===== config.mk =====
export PLATFORM = sky130hd
export DESIGN_NAME = membridge_dma
export DESIGN_NICKNAME = d
export VERILOG_FILES = /design/src/dma_cfg_pkg.sv /design/src/membr_pkg.sv /design/src/dma_regs.sv /design/src/membr_setup_seq.sv /design/src/membr_cmd_writer.sv /design/src/page_writer.sv /design/src/membridge_dma.sv
export SDC_FILE = /design/constraint.sdc
export NUM_CORES = 1
export LEC_CHECK = 0
export BUFFER_PORTS_ARGS = -buffer_cell sky130_fd_sc_hd__buf_2
export CAP_MARGIN = 15
export CORE_MARGIN = 2
export CORE_UTILIZATION = 35
export CTS_CLUSTER_DIAMETER = 50
export DETAILED_ROUTE_END_ITERATION = 8
export SLEW_MARGIN = 20
export SYNTH_ARGS = -nofsm -noshare
export SYNTH_HDL_FRONTEND = slang
export SYNTH_SLANG_ARGS = --single-unit

===== constraint.sdc =====
create_clock -name clk -period 2.3 [get_ports clk]
set_clock_uncertainty 0.1 [all_clocks]
set_input_delay 0.23 -clock clk [delete_from_list [all_inputs] [get_ports clk]]
set_output_delay 0.23 -clock clk [all_outputs]
set_load 0.005 [all_outputs]

===== src/dma_cfg_pkg.sv =====
package dma_cfg_pkg;

    // APB side
    typedef logic [7:0]  apb_addr_t;   // byte address
    typedef logic [31:0] apb_data_t;

    // data path into the membridge write buffer
    typedef logic [63:0] buf_word_t;
    typedef logic [6:0]  page_offset_t; // word index inside one page

    // register map, byte offsets
    localparam apb_addr_t REG_CTRL     = 8'h00; // bit 0 start, self-clearing
    localparam apb_addr_t REG_STATUS   = 8'h04; // bit 0 busy, read-only
    localparam apb_addr_t REG_BUF_ADDR = 8'h08; // low address for membridge
    localparam apb_addr_t REG_PATTERN0 = 8'h0C;
    localparam apb_addr_t REG_PATTERN1 = 8'h10;
    localparam apb_addr_t REG_PATTERN2 = 8'h14;
    localparam apb_addr_t REG_PATTERN3 = 8'h18;

    // control and status bit positions
    localparam int CTRL_START_BIT = 0;
    localparam int STATUS_BUSY_BIT = 0;

endpackage


===== src/membr_pkg.sv =====
package membr_pkg;

    // byte-serial command bus
    typedef logic [7:0]  membr_byte_t;

    // one register write on that bus: 16 bit address, 32 bit value
    typedef logic [15:0] membr_reg_addr_t;
    typedef logic [31:0] membr_reg_data_t;

    // membridge register addresses
    localparam membr_reg_addr_t MEMBR_REG_CTRL   = 16'h0200;
    localparam membr_reg_addr_t MEMBR_REG_LOADDR = 16'h0202;
    localparam membr_reg_addr_t MEMBR_REG_SIZE   = 16'h0203;
    localparam membr_reg_addr_t MEMBR_REG_START  = 16'h0204;
    localparam membr_reg_addr_t MEMBR_REG_LEN    = 16'h0205;
    localparam membr_reg_addr_t MEMBR_REG_WIDTH  = 16'h0206;
    localparam membr_reg_addr_t MEMBR_REG_MODE   = 16'h0207;

    // values that do not depend on software or page size
    localparam membr_reg_data_t MEMBR_MODE_VAL  = 32'd3;
    localparam membr_reg_data_t MEMBR_START_VAL = 32'd0;
    localparam membr_reg_data_t MEMBR_CTRL_VAL  = 32'd3; // enable + write direction

endpackage


===== src/dma_regs.sv =====
`timescale 1ns/1ps

module dma_regs
    import dma_cfg_pkg::*;
(
    input  logic      clk,
    input  logic      rst,
    input  logic      psel,
    input  logic      penable,
    input  logic      pwrite,
    input  apb_addr_t paddr,
    input  apb_data_t pwdata,
    output apb_data_t prdata,
    output logic      pready,
    output logic      pslverr,
    input  logic      busy,
    output logic      start,
    output apb_data_t buf_addr,
    output apb_data_t pattern0,
    output apb_data_t pattern1,
    output apb_data_t pattern2,
    output apb_data_t pattern3
);

    logic access;   // access phase of a transfer
    logic wr_en;
    logic mapped;

    assign access = psel & penable;
    assign wr_en  = access & pwrite;
    assign pready = 1'b1; // zero wait states

    // read mux and address decode
    always_comb
    begin
        mapped = 1'b1;
        prdata = '0;
        case (paddr)
            REG_CTRL:     prdata = '0; // start reads as zero
            REG_STATUS:   prdata[STATUS_BUSY_BIT] = busy;
            REG_BUF_ADDR: prdata = buf_addr;
            REG_PATTERN0: prdata = pattern0;
            REG_PATTERN1: prdata = pattern1;
            REG_PATTERN2: prdata = pattern2;
            REG_PATTERN3: prdata = pattern3;
            default:      mapped = 1'b0;
        endcase
    end

    // unmapped offset, or a write to the read-only status
    assign pslverr = access & (~mapped | (pwrite & (paddr == REG_STATUS)));

    always_ff @(posedge clk)
    begin
        if (rst)
        begin
            start    <= 1'b0;
            buf_addr <= '0;
            pattern0 <= '0;
            pattern1 <= '0;
            pattern2 <= '0;
            pattern3 <= '0;
        end
        else
        begin
            // one-cycle pulse, bit never stored
            start <= wr_en & (paddr == REG_CTRL) & pwdata[CTRL_START_BIT];
            if (wr_en)
            begin
                case (paddr)
                    REG_BUF_ADDR: buf_addr <= pwdata;
                    REG_PATTERN0: pattern0 <= pwdata;
                    REG_PATTERN1: pattern1 <= pwdata;
                    REG_PATTERN2: pattern2 <= pwdata;
                    REG_PATTERN3: pattern3 <= pwdata;
                    default:      ;
                endcase
            end
        end
    end

endmodule


===== src/membr_setup_seq.sv =====
`timescale 1ns/1ps

module membr_setup_seq
    import dma_cfg_pkg::*;
    import membr_pkg::*;
#(
    parameter int PAGE_WORDS = 16
)
(
    input  logic            clk,
    input  logic            rst,
    input  logic            start,
    input  apb_data_t       buf_addr,
    input  logic            writer_busy,
    input  logic            page_done,
    output logic            wr_req,
    output membr_reg_addr_t reg_addr,
    output membr_reg_data_t reg_data,
    output logic            page_start,
    output logic            busy
);

    // page size is written to width, length and size alike
    localparam membr_reg_data_t PAGE_LEN = membr_reg_data_t'(PAGE_WORDS);

    typedef enum logic [3:0] {
        ST_IDLE,
        ST_MODE,
        ST_WIDTH,
        ST_LEN,
        ST_START,
        ST_SIZE,
        ST_LOADDR,
        ST_CTRL,
        ST_PAGE
    } seq_state_t;

    seq_state_t state;
    seq_state_t state_nxt;
    logic       issued;    // request already sent in this state
    logic       reg_state; // one of the seven register states
    logic       step_done; // writer finished the current frame

    assign reg_state  = (state != ST_IDLE) && (state != ST_PAGE);
    assign wr_req     = reg_state & ~issued & ~writer_busy;
    assign page_start = (state == ST_PAGE) & ~issued;
    assign step_done  = issued & ~writer_busy;
    assign busy       = state != ST_IDLE;

    // address and value held for the whole state
    always_comb
    begin
        reg_addr = '0;
        reg_data = '0;
        case (state)
            ST_MODE:   begin reg_addr = MEMBR_REG_MODE;   reg_data = MEMBR_MODE_VAL;  end
            ST_WIDTH:  begin reg_addr = MEMBR_REG_WIDTH;  reg_data = PAGE_LEN;        end
            ST_LEN:    begin reg_addr = MEMBR_REG_LEN;    reg_data = PAGE_LEN;        end
            ST_START:  begin reg_addr = MEMBR_REG_START;  reg_data = MEMBR_START_VAL; end
            ST_SIZE:   begin reg_addr = MEMBR_REG_SIZE;   reg_data = PAGE_LEN;        end
            ST_LOADDR: begin reg_addr = MEMBR_REG_LOADDR; reg_data = buf_addr;        end
            ST_CTRL:   begin reg_addr = MEMBR_REG_CTRL;   reg_data = MEMBR_CTRL_VAL;  end
            default:   ;
        endcase
    end

    always_comb
    begin
        state_nxt = state;
        case (state)
            ST_IDLE:   if (start)     state_nxt = ST_MODE; // start ignored elsewhere
            ST_MODE:   if (step_done) state_nxt = ST_WIDTH;
            ST_WIDTH:  if (step_done) state_nxt = ST_LEN;
            ST_LEN:    if (step_done) state_nxt = ST_START;
            ST_START:  if (step_done) state_nxt = ST_SIZE;
            ST_SIZE:   if (step_done) state_nxt = ST_LOADDR;
            ST_LOADDR: if (step_done) state_nxt = ST_CTRL;
            ST_CTRL:   if (step_done) state_nxt = ST_PAGE;
            ST_PAGE:   if (page_done) state_nxt = ST_IDLE;
            default:   state_nxt = ST_IDLE;
        endcase
    end

    always_ff @(posedge clk)
    begin
        if (rst)
        begin
            state  <= ST_IDLE;
            issued <= 1'b0;
        end
        else
        begin
            state <= state_nxt;
            // cleared on every state change
            issued <= (state_nxt == state) & (issued | wr_req | page_start);
        end
    end

endmodule


===== src/membr_cmd_writer.sv =====
`timescale 1ns/1ps

module membr_cmd_writer
    import membr_pkg::*;
(
    input  logic            clk,
    input  logic            rst,
    input  logic            wr_req,
    input  membr_reg_addr_t reg_addr,
    input  membr_reg_data_t reg_data,
    output logic            writer_busy,
    output membr_byte_t     cmd_ad,
    output logic            cmd_stb
);

    // byte currently on cmd_ad
    typedef enum logic [2:0] {
        PH_IDLE,
        PH_ADDR_LO,
        PH_ADDR_HI,
        PH_DATA0,
        PH_DATA1,
        PH_DATA2,
        PH_DATA3
    } phase_t;

    phase_t phase;

    assign writer_busy = phase != PH_IDLE;

    always_ff @(posedge clk)
    begin
        if (rst)
        begin
            phase   <= PH_IDLE;
            cmd_ad  <= '0;
            cmd_stb <= 1'b0;
        end
        else
        begin
            cmd_stb <= 1'b0; // strobe only on the first byte
            case (phase)
                PH_IDLE:
                begin
                    cmd_ad <= '0;
                    if (wr_req)
                    begin
                        phase   <= PH_ADDR_LO;
                        cmd_ad  <= reg_addr[7:0];
                        cmd_stb <= 1'b1;
                    end
                end
                PH_ADDR_LO:
                begin
                    phase  <= PH_ADDR_HI;
                    cmd_ad <= reg_addr[15:8];
                end
                PH_ADDR_HI:
                begin
                    phase  <= PH_DATA0;
                    cmd_ad <= reg_data[7:0]; // data lsb first
                end
                PH_DATA0:
                begin
                    phase  <= PH_DATA1;
                    cmd_ad <= reg_data[15:8];
                end
                PH_DATA1:
                begin
                    phase  <= PH_DATA2;
                    cmd_ad <= reg_data[23:16];
                end
                PH_DATA2:
                begin
                    phase  <= PH_DATA3;
                    cmd_ad <= reg_data[31:24];
                end
                default:
                begin
                    phase  <= PH_IDLE; // end of frame
                    cmd_ad <= '0;
                end
            endcase
        end
    end

endmodule


===== src/page_writer.sv =====
`timescale 1ns/1ps

module page_writer
    import dma_cfg_pkg::*;
#(
    parameter int PAGE_WORDS = 16
)
(
    input  logic      clk,
    input  logic      rst,
    input  logic      page_start,
    input  apb_data_t pattern0,
    input  apb_data_t pattern1,
    input  apb_data_t pattern2,
    input  apb_data_t pattern3,
    output logic      xfer_reset_page,
    output logic      buf_wr,
    output buf_word_t buf_wdata,
    output logic      buf_wpage_nxt,
    output logic      page_ready,
    output logic      page_done
);

    localparam page_offset_t LAST_OFFSET = page_offset_t'(PAGE_WORDS - 1);

    typedef enum logic [1:0] {
        PW_IDLE,
        PW_RESET,
        PW_WRITE,
        PW_DONE
    } pw_state_t;

    pw_state_t    state;
    page_offset_t offset;
    logic         last_word;
    apb_data_t    pattern_sel;

    assign last_word = offset == LAST_OFFSET;

    // pattern rotates with the two low offset bits
    always_comb
    begin
        case (offset[1:0])
            2'd0:    pattern_sel = pattern0;
            2'd1:    pattern_sel = pattern1;
            2'd2:    pattern_sel = pattern2;
            default: pattern_sel = pattern3;
        endcase
    end

    assign buf_wdata       = {pattern_sel, 25'd0, offset};
    assign xfer_reset_page = state == PW_RESET;
    assign buf_wr          = state == PW_WRITE;
    assign buf_wpage_nxt   = buf_wr & last_word; // flags ride on the last word
    assign page_ready      = buf_wr & last_word;
    assign page_done       = state == PW_DONE;

    always_ff @(posedge clk)
    begin
        if (rst)
        begin
            state  <= PW_IDLE;
            offset <= '0;
        end
        else
        begin
            case (state)
                PW_IDLE:  if (page_start) state <= PW_RESET;
                PW_RESET:
                begin
                    state  <= PW_WRITE;
                    offset <= '0;
                end
                PW_WRITE:
                begin
                    offset <= offset + 1'b1;
                    if (last_word)
                        state <= PW_DONE;
                end
                default:  state <= PW_IDLE;
            endcase
        end
    end

endmodule


===== src/membridge_dma.sv =====
`timescale 1ns/1ps

module membridge_dma
    import dma_cfg_pkg::*;
    import membr_pkg::*;
#(
    parameter int PAGE_WORDS = 16
)
(
    input  logic        clk,
    input  logic        rst,
    input  logic        psel,
    input  logic        penable,
    input  logic        pwrite,
    input  apb_addr_t   paddr,
    input  apb_data_t   pwdata,
    output apb_data_t   prdata,
    output logic        pready,
    output logic        pslverr,
    output membr_byte_t cmd_ad,
    output logic        cmd_stb,
    output logic        xfer_reset_page,
    output logic        buf_wr,
    output buf_word_t   buf_wdata,
    output logic        buf_wpage_nxt,
    output logic        page_ready
);

    logic            start;
    logic            busy;
    apb_data_t       buf_addr;
    apb_data_t       pattern0;
    apb_data_t       pattern1;
    apb_data_t       pattern2;
    apb_data_t       pattern3;
    logic            wr_req;
    membr_reg_addr_t reg_addr;
    membr_reg_data_t reg_data;
    logic            writer_busy;
    logic            page_start;
    logic            page_done;

    dma_regs u_dma_regs (
        .clk      (clk),
        .rst      (rst),
        .psel     (psel),
        .penable  (penable),
        .pwrite   (pwrite),
        .paddr    (paddr),
        .pwdata   (pwdata),
        .prdata   (prdata),
        .pready   (pready),
        .pslverr  (pslverr),
        .busy     (busy),
        .start    (start),
        .buf_addr (buf_addr),
        .pattern0 (pattern0),
        .pattern1 (pattern1),
        .pattern2 (pattern2),
        .pattern3 (pattern3)
    );

    membr_setup_seq #(
        .PAGE_WORDS (PAGE_WORDS)
    ) u_membr_setup_seq (
        .clk         (clk),
        .rst         (rst),
        .start       (start),
        .buf_addr    (buf_addr),
        .writer_busy (writer_busy),
        .page_done   (page_done),
        .wr_req      (wr_req),
        .reg_addr    (reg_addr),
        .reg_data    (reg_data),
        .page_start  (page_start),
        .busy        (busy)
    );

    membr_cmd_writer u_membr_cmd_writer (
        .clk         (clk),
        .rst         (rst),
        .wr_req      (wr_req),
        .reg_addr    (reg_addr),
        .reg_data    (reg_data),
        .writer_busy (writer_busy),
        .cmd_ad      (cmd_ad),
        .cmd_stb     (cmd_stb)
    );

    page_writer #(
        .PAGE_WORDS (PAGE_WORDS)
    ) u_page_writer (
        .clk             (clk),
        .rst             (rst),
        .page_start      (page_start),
        .pattern0        (pattern0),
        .pattern1        (pattern1),
        .pattern2        (pattern2),
        .pattern3        (pattern3),
        .xfer_reset_page (xfer_reset_page),
        .buf_wr          (buf_wr),
        .buf_wdata       (buf_wdata),
        .buf_wpage_nxt   (buf_wpage_nxt),
        .page_ready      (page_ready),
        .page_done       (page_done)
    );

endmodule


Yosys cells after proc, flatten, opt, wreduce, memory -nomap -nowiden
Cells that the tools add are included. Widths: inputs -> output; s select.

Bits of input ports: 45. Latch bits: 0. Register bits: 187. Bits in writable memories: 0. Memories kept: 0. ROM bits: 0.

Multiply operators: 0. Reduce and logical (&&, ||, !) cells: 19. Add/subtract/negate cells: 1. Bitwise logic cells: 19. Order comparisons: 0. Div/mod/pow operators: 0. Shifts and indexed selects: 0. Muxes and demuxes: 25. Eq/ne operators: 30.

Operator list (number): $pmux 32 s3 (2); $pmux 31 s5 (1); $pmux 10 s7 (1); $pmux 8 s6 (1); $mux 4 (9); $pmux 4 s9 (1); $eq 8x5->1 const B (3); $pmux 3 s6 (1); $eq 4x3->1 const B (4); $eq 8x4->1 const B (2); $pmux 7 s2 (1); $and 1x1->1 (12); $reduce_and 2->1 (6); $eq 4x2->1 const B (2); $eq 8x3->1 const B (1); $logic_not 8->1 (1); $mux 8 (1); $add 7x1->7 const B (1); $eq 7x4->1 const B (1); $reduce_or 7->1 (1); $eq 2x2->1 const B (3); $eq 3x2->1 const B (2); $eq 3x3->1 const B (2); $ne 2x2->1 const B (3); 22 further kinds (32).

Logic depth before layout (Yosys ltp)
Gate-level depths: netlist of run 1.

Word-level depth: 7. Mapped depth: 7.

By module
From an unflattened synthesis of run 1, not the netlist that was laid out.

Cells, all modules: 1277. Area total of the unflattened synthesis: 10012.1 µm².

By module, submodules not included: dma_regs (cells each 902, times used 1, area an instance 6980.4 µm², seq. area each 3223.1 µm²); page_writer (cells each 192, times used 1, area an instance 1550.2 µm², seq. area each 180.2 µm²); membr_cmd_writer (cells each 81, times used 1, area an instance 775.7 µm², seq. area each 240.2 µm²); membr_setup_seq (cells each 102, times used 1, area an instance 705.7 µm², seq. area each 100.1 µm²).

Worst setup path before layout of run 1
Ideal clock, no wire load.

Path type: register to output. Start: register u_page_writer.offset[0]. End: output port page_ready. Slack: 242 ps. Stages on the path, launching flop included: 7. Arrival: 1728 ps. Cells stage by stage: dfxtp_1 ha_1 clkbuf_1 buf_1 nand3_1 nor2_1 buf_4.

Cells in the longest elaborated chain, start to end: 2.

Ends and longest elaborated chain: start, declared (line page_writer.sv:34) `page_offset_t offset;`; start signal, assigned (line page_writer.sv:76) `offset <= offset + 1'b1;`; $eq 7x4->1 (line page_writer.sv:38) `assign last_word = offset == LAST_OFFSET;`; $and 1x1->1; end, declared (line membridge_dma.sv:26) `output logic page_ready`.

Every way passes these cells.

Final worst setup path of run 1
Start: register u_page_writer.offset[0]. End: output port buf_wdata[51].

Cells in the longest elaborated chain, start to end: 2. Elaborated cells between the ends (all ways): 4. Those cells by class: 2 x eq/ne; 1 x mux; 1 x reduce/logical.

Ends and longest elaborated chain: $eq 2x2->1 (tied with other cells) (line page_writer.sv:43) `case (offset[1:0])`; $pmux 32 s3 (*) (line page_writer.sv:43); end, declared (line membridge_dma.sv:24) `output buf_word_t buf_wdata,`.

Every way passes the cells marked *; elsewhere a longest branch is shown, timed or not.

==> results of run 1 <==
-- cell usage after synthesis, drive strengths merged, types with 3 or more instances --
library cell	n	area share
a211oi	3	0.0022
nand2	78	0.029
ha	9	0.011
a21oi	15	0.0074
nor3	9	0.0049
a22oi	38	0.028
nor3b	3	0.0033
nor2	19	0.0070
nor2b	5	0.0031
nand3	7	0.0044
a221oi	3	0.0026
xor2	5	0.0043
o2bb2ai	33	0.028
nor4b	4	0.0041
mux2i	228	0.22
dfxtp	187	0.37
a222oi	32	0.032
nand2b	196	0.12
clkbuf	62	0.023
o21ai	9	0.0044
a211o	3	0.0026
nand4	5	0.0031
nor4	5	0.0037
or4	3	0.0022
or3	5	0.0031
buf	53	0.034
inv	43	0.016
-- power groups by stage --
| stage | Combinational [mW] | Clock, mW | Sequential, mW |
|---|---|---|---|
| 2_1_floorplan | 0.257 | 0 | 3.32 |
| 3_3_place_gp | 0.358 | 0 | 3.32 |
| 3_5_place_dp | 0.360 | 0 | 3.32 |
| 4_1_cts | 0.362 | 3.26 | 3.24 |
| 5_1_grt | 0.392 | 3.40 | 3.24 |
| 6_report | 0.363 | 3.19 | 3.24 |
-- registers in the layout, summed over array words and instances, names as in the netlist --
| register | flops |
|---|---|
| u_dma_regs.buf_addr | 32 |
| u_dma_regs.pattern0 | 32 |
| u_dma_regs.pattern1 | 32 |
| u_dma_regs.pattern2 | 32 |
| u_dma_regs.pattern3 | 32 |
| u_dma_regs.start | 1 |
| u_membr_cmd_writer.cmd_ad | 8 |
| u_membr_cmd_writer.cmd_stb | 1 |
| u_membr_cmd_writer.phase | 3 |
| u_membr_setup_seq.issued | 1 |
| u_membr_setup_seq.state | 4 |
| u_page_writer.offset | 7 |
| u_page_writer.state | 2 |
-- worst register-to-register path, delay by kind of cell (launching register included) --
family | cells | cell delay, ns
simple gates | 1 | 0.66
flops | 1 | 0.45
compound gates | 3 | 0.66
-- logic make-up after synthesis --
family,share of synthesized area
AO/OA/AOI/OAI,0.119
XOR/XNOR,0.00518
adder cells (fa/ha/maj),0.0111
buffers and inverters,0.0729
flip-flops,0.369
multiplexers,0.227
other,0.000740
AND/OR/NAND/NOR,0.195
-- how the worst min path moves through the flow --
stage	start	end	slack, ns	cells past startpoint
2_1_floorplan	paddr[3]	u_dma_regs.start	0.29	3
3_3_place_gp	u_dma_regs.pattern0[1]	u_dma_regs.pattern0[1]	0.37	2
3_5_place_dp	u_dma_regs.pattern0[1]	u_dma_regs.pattern0[1]	0.38	2
4_1_cts	pwdata[25]	u_dma_regs.pattern3[25]	0.06	3
5_1_grt	pwdata[23]	u_dma_regs.pattern1[23]	0.08	3
6_report	pwdata[18]	u_dma_regs.pattern1[18]	0.06	3
-- cell type report --
class                           count  area share
Tap cell                          384      0.0388
Clock inverter                     15      0.0167
Clock buffer                       17      0.0344
Multi-Input combinational cell    769       0.472
Sequential cell                   187       0.303
Antenna cell                        1    0.000202
Inverter                           43      0.0134
Timing Repair Buffer              197       0.122
-- per-layer routing --
metal  share of wire  track usage  vias to the layer above
li1                -            -                     4033
met1            0.46        0.262                     4131
met2            0.48        0.321                      262
met3           0.048       0.0359                       28
met4           0.018       0.0627                        0
met5               0            0                        -
-- metrics by stage --
| step | worst slack (ns) | util | instances | TNS (ns) |
|---|---|---|---|---|
| floorplan | 0.242 | - | 1114 | 0 |
| global placement | -0.00329 | 0.395 | 1555 | -0.00329 |
| detailed placement | -0.0242 | 0.395 | 1555 | -0.0242 |
| CTS | -0.0181 | 0.424 | 1595 | -0.0181 |
| global route | -0.102 | 0.432 | 1612 | -0.535 |
| finish | 0.00800 | 0.433 | 1613 | 0 |
-- timing repair --
item                                    4_1_cts  5_1_grt
gates cloned                                  3        5
endpoints found under the setup margin       34       45
pin swaps                                     4       20
setup buffers                                 5       13
gates resized for setup                      14       17
hold endpoints to repair                      0        0
==> flow_summary_export.csv, run 1 <==
group,metric,value,unit
power_and_ir_drop,switchingPower,1.65,mW
cts,cts_buffer_depth,2,
sta,rsz0062_at_grt,"true",
global_routing,grt_pass1_wl,46600,um
cts,postCtsHoldBufs,0,
floorplan,die-width,174,um
global_routing,gr-total-overflow,0,
route,viasPerCell,5.24,
worst_setup_path,worstSetupStartpointType,"flip-flop",
run,drv_cap,0,
worst_setup_path,setup.worst_path.start,"u_page_writer.offset[0]",
placement,place.gp.congestion,0.842,
power_and_ir_drop,p_seq_frac,0.477,
worst_setup_path,cpLargestDelayFamily,"buffers and inverters",
cts,clkSinkCount,187,
worst_hold_path,hp-class,"in -> reg",
final_layout,multi_input_area,5840,sq um
global_routing,antenna_found_initial,0,
worst_setup_path,cp.arrival,1.96,ns
synth,syn_area_per_cell,9.31,sq um
synth,yosysWarnings,0,
worst_setup_path,critical_path_cell_count,7,
sta,setup_viol,0,
final_layout,syn_to_final_growth,22.0,%
sta,clock.fmax,0.436,GHz
floorplan,rows,62,
route,vias,8454,
power_and_ir_drop,p_int,5.14,mW
placement,hpwlAfterDp,20100,um
sta,min_period,2.29,ns
power_and_ir_drop,p_leak,5.54,nW
cts,cts_tree,"built",
route,drtPass1Iterations,7,
synth,async_flop_share,0,
worst_setup_path,crit_path_end,"buf_wdata[51]",
route,wl_per_cell,19.5,um
synth,yosysSeqAreaShare,0.369,
final_layout,design_area,12400,sq um
cts,cts_inserted_buffers,17,
outcome,outcome,"finished clean",
worst_setup_path,endpoint_kind,"output port",
worst_setup_path,worst-path-buf-inv,4,
synth,syn_area,10100,sq um
sta,drv_slew,0,
cts,h-tree-depth,4,
global_routing,grt_max_degree,106,
final_layout,regArea,3750,sq um
global_routing,grt_pass1_vias,8171,
power_and_ir_drop,ir_drop,0.479,mV
final_layout,fin_nets,1269,
power_and_ir_drop,swShare,0.243,
sta,worst_pin_slew,0.722,ns
final_layout,n_fill_cell,2790,
final_layout,drive_above_1_share,0.208,
route,drt_iter0_markers,781,
sta,whs,0.0624,ns
cts,path_clk_slew,0.08,ns
worst_setup_path,cp.required,1.97,ns
synth,postSynthCellCount,1090,
final_layout,mostFrequentLayoutCells,"228 x mux2i_1, 196 x nand2b_1, 183 x dfxtp_1",
floorplan,ios,156,
worst_setup_path,path_cells,"inv_4, ha_4, buf_12, buf_4, a222oi_1, mux2i_1, buf_2",
placement,port_buffers,129,
power_and_ir_drop,pwr-share-comb,0.053,
floorplan,start_util,0.354,
worst_setup_path,ff2ff_path_depth,4,
worst_setup_path,r2r-end,"u_membr_cmd_writer.cmd_ad[0]",
floorplan,dieArea,30400,sq um
cts,worstSkewPairLatency,0.43,ns
cts,cts_root_buffer,"clkbuf_16",
worst_setup_path,slowest_stage,"dfxtp_4",
floorplan,dieHeight,174,um
synth,synth-seq-cells,187,
worst_setup_path,crit_type,"reg -> out",
power_and_ir_drop,clockPowerShare,0.469,
power_and_ir_drop,fin_total_pwr,6.79,mW
sta,maxSlewHeadroom,0.515,
worst_setup_path,critPathMaxStageDelay,0.37,ns
worst_setup_path,crit_fanout,5,
worst_setup_path,worstReg2RegStart,"u_membr_cmd_writer.phase[1]",
synth,synth_edf_count,0,
floorplan,core-area,28600,sq um
placement,place_area,11300,sq um
route,wl,31400,um
synth,synth_cell_types,55,
sta,hold_viol_final,0,
global_routing,grtUsageTotal,0.196,
route,ant_nets,0,
synth,synth_ff_type,"dfxtp_1",
final_layout,final_common_cell,"mux2i_1",
sta,period_share,0.997,
route,drc,0,
power_and_ir_drop,p_per_area,548,nW/um^2
worst_setup_path,ff2ff_setup_slack,0.29,ns
Note: power is estimated with default switching activity, not from simulation.
==> inputs of run 2 (changes only) <==
Settings changed: CAP_MARGIN 15 to not set, CTS_BUF_LIST set to sky130_fd_sc_hd__clkbuf_8.
==> run 2 against run 1 <==
  * The run now ends with negative setup slack left
  * Clock power down 23%
  * Count of clock-buffer cells in the layout is the same
  * Sequential share of layout area up 0.29 points
  * Largest cell class unchanged
  * Wire length shrank 0.66%
  * First-iteration DRC count is 12% lower
  * Register-to-register slack better by 0.03 ns
  * Maximum frequency decreased by 2.9%
  * Combinational power about the same
  * Core utilization is 0.41 points lower
  * Critical path depth unchanged
  * Power shrank 11%
==> flow_summary_export.csv, run 2 (synthesized netlist as in run 1, its figures left out) <==
group,metric,value,unit
sta,min_period,2.36,ns
worst_setup_path,crit_fanout,7,
worst_setup_path,crit_type,"reg -> out",
power_and_ir_drop,fin_total_pwr,6.08,mW
worst_hold_path,hp-class,"in -> reg",
power_and_ir_drop,p_leak,5.47,nW
route,drtPass1Iterations,7,
worst_setup_path,worstSetupStartpointType,"flip-flop",
sta,maxSlewHeadroom,0.517,
final_layout,fin_nets,1271,
floorplan,dieArea,30400,sq um
outcome,outcome,"complete, but fails checks",
global_routing,grtUsageTotal,0.201,
global_routing,gr-total-overflow,0,
final_layout,n_fill_cell,2809,
worst_setup_path,endpoint_kind,"output port",
route,vias,8442,
route,wl_per_cell,19.3,um
cts,clkSinkCount,187,
route,drc,0,
run,drv_cap,0,
floorplan,rows,62,
power_and_ir_drop,ir_drop,0.294,mV
outcome,violations,"negative setup slack",
cts,path_clk_slew,0.11,ns
floorplan,dieHeight,174,um
worst_setup_path,cp.arrival,2.03,ns
cts,cts_tree,"built",
final_layout,final_common_cell,"mux2i_1",
sta,period_share,1.03,
sta,worst_pin_slew,0.719,ns
cts,worstSkewPairLatency,0.48,ns
sta,setup_viol,13,
sta,rsz0062_at_grt,"true",
sta,clock.fmax,0.424,GHz
cts,cts_buffer_depth,2,
worst_setup_path,cp.required,1.97,ns
final_layout,regArea,3750,sq um
final_layout,mostFrequentLayoutCells,"228 x mux2i_1, 196 x nand2b_1, 183 x dfxtp_1",
cts,cts_inserted_buffers,17,
floorplan,core-area,28600,sq um
route,viasPerCell,5.23,
cts,cts_root_buffer,"clkbuf_8",
route,wl,31200,um
placement,place.gp.congestion,0.842,
global_routing,antenna_found_initial,1,
global_routing,grt_pass1_vias,8194,
sta,tns,-0.340,ns
sta,hold_viol_final,0,
cts,h-tree-depth,4,
floorplan,ios,156,
final_layout,multi_input_area,5850,sq um
placement,port_buffers,129,
placement,hpwlAfterDp,20100,um
final_layout,drive_above_1_share,0.208,
floorplan,start_util,0.354,
global_routing,grt_pass1_wl,47600,um
final_layout,antenna_cells,0,
route,drt_iter0_markers,688,
sta,fin_ws,-0.0605,ns
global_routing,grt_max_degree,106,
floorplan,die-width,174,um
sta,drv_slew,0,
worst_setup_path,ff2ff_setup_slack,0.32,ns
route,ant_nets,0,
power_and_ir_drop,p_per_area,495,nW/um^2
final_layout,syn_to_final_growth,20.9,%
## run 2: cell types whose count changed in the layout (fill, tap and decap cells not counted)
cell | before | now
buf_8 | 1 | 2
buf_4 | 38 | 34
clkbuf_16 | 21 | 2
buf_6 | 8 | 7
dlygate4sd3_1 | 0 | 2
diode_2 | 1 | 0
buf_12 | 16 | 21
nor4_2 | 0 | 1
clkbuf_8 | 0 | 17
nor4_1 | 4 | 3
buf_16 | 2 | 3
## run 2: worst max-delay path, cell delays in order (launching register included)
cell and delay [ns]:
dfxtp_4 0.40, inv_4 0.05, ha_4 0.17, buf_12 0.15, buf_12 0.14, a222oi_1 0.29, mux2i_1 0.17, buf_2 0.16
## run 2: path summary, 6_finish.rpt
check,startpoint,end,cells after the start
worst max-delay path,u_page_writer.offset[1],buf_wdata[56],7
worst min-delay path,pwdata[18],u_dma_regs.pattern1[18],3
worst max register to register,u_membr_cmd_writer.phase[1],u_membr_cmd_writer.cmd_ad[0],4
worst min register to register,u_dma_regs.pattern0[15],u_dma_regs.pattern0[15],2
## run 2: repair_timing
action,in CTS,in global routing
endpoints found under the hold margin,3,0
gates resized for setup,23,16
pin swaps,23,18
setup buffers,7,13
cloned,5,2
endpoints found under the setup margin,35,42
hold buffers,2,0
## run 2: final cells by class
type / count / area share
multi-input combinational: 769 / 0.477
inverter: 43 / 0.0136
timing repair buffer: 199 / 0.129
tap: 384 / 0.0392
clock buffer: 17 / 0.0191
sequential: 187 / 0.306
clock inverter: 15 / 0.0168
## run 2: where the power goes
group | internal [mW] | switching [mW] | total, mW
sequential | 3.24 | 0.00571 | 3.24
clock | 1.12 | 1.35 | 2.47
combinational | 0.148 | 0.217 | 0.365
## run 2: per-stage QoR
step	utilization	instance area [sq um]	hold slack, ns	setup WS [ns]	instances
final	0.428	12300	0.0188	-0.0605	1614
after global routing	0.428	12300	0.0173	-0.166	1614
after CTS	0.421	12100	0.000231	-0.0385	1601
after detailed placement	0.395	11300	0.383	-0.0242	1555
after global placement	0.395	11300	0.373	-0.00329	1555
after floorplan	-	10200	0.294	0.242	1114
## run 2: per-layer routing
metal / vias to the layer above / wire length, um / global-route usage
met4: 2 / 545 / 0.0592
met5: - / 13 / 0
li1: 4043 / - / -
met1: 4079 / 14000 / 0.272
met2: 285 / 14900 / 0.331
met3: 33 / 1710 / 0.0317
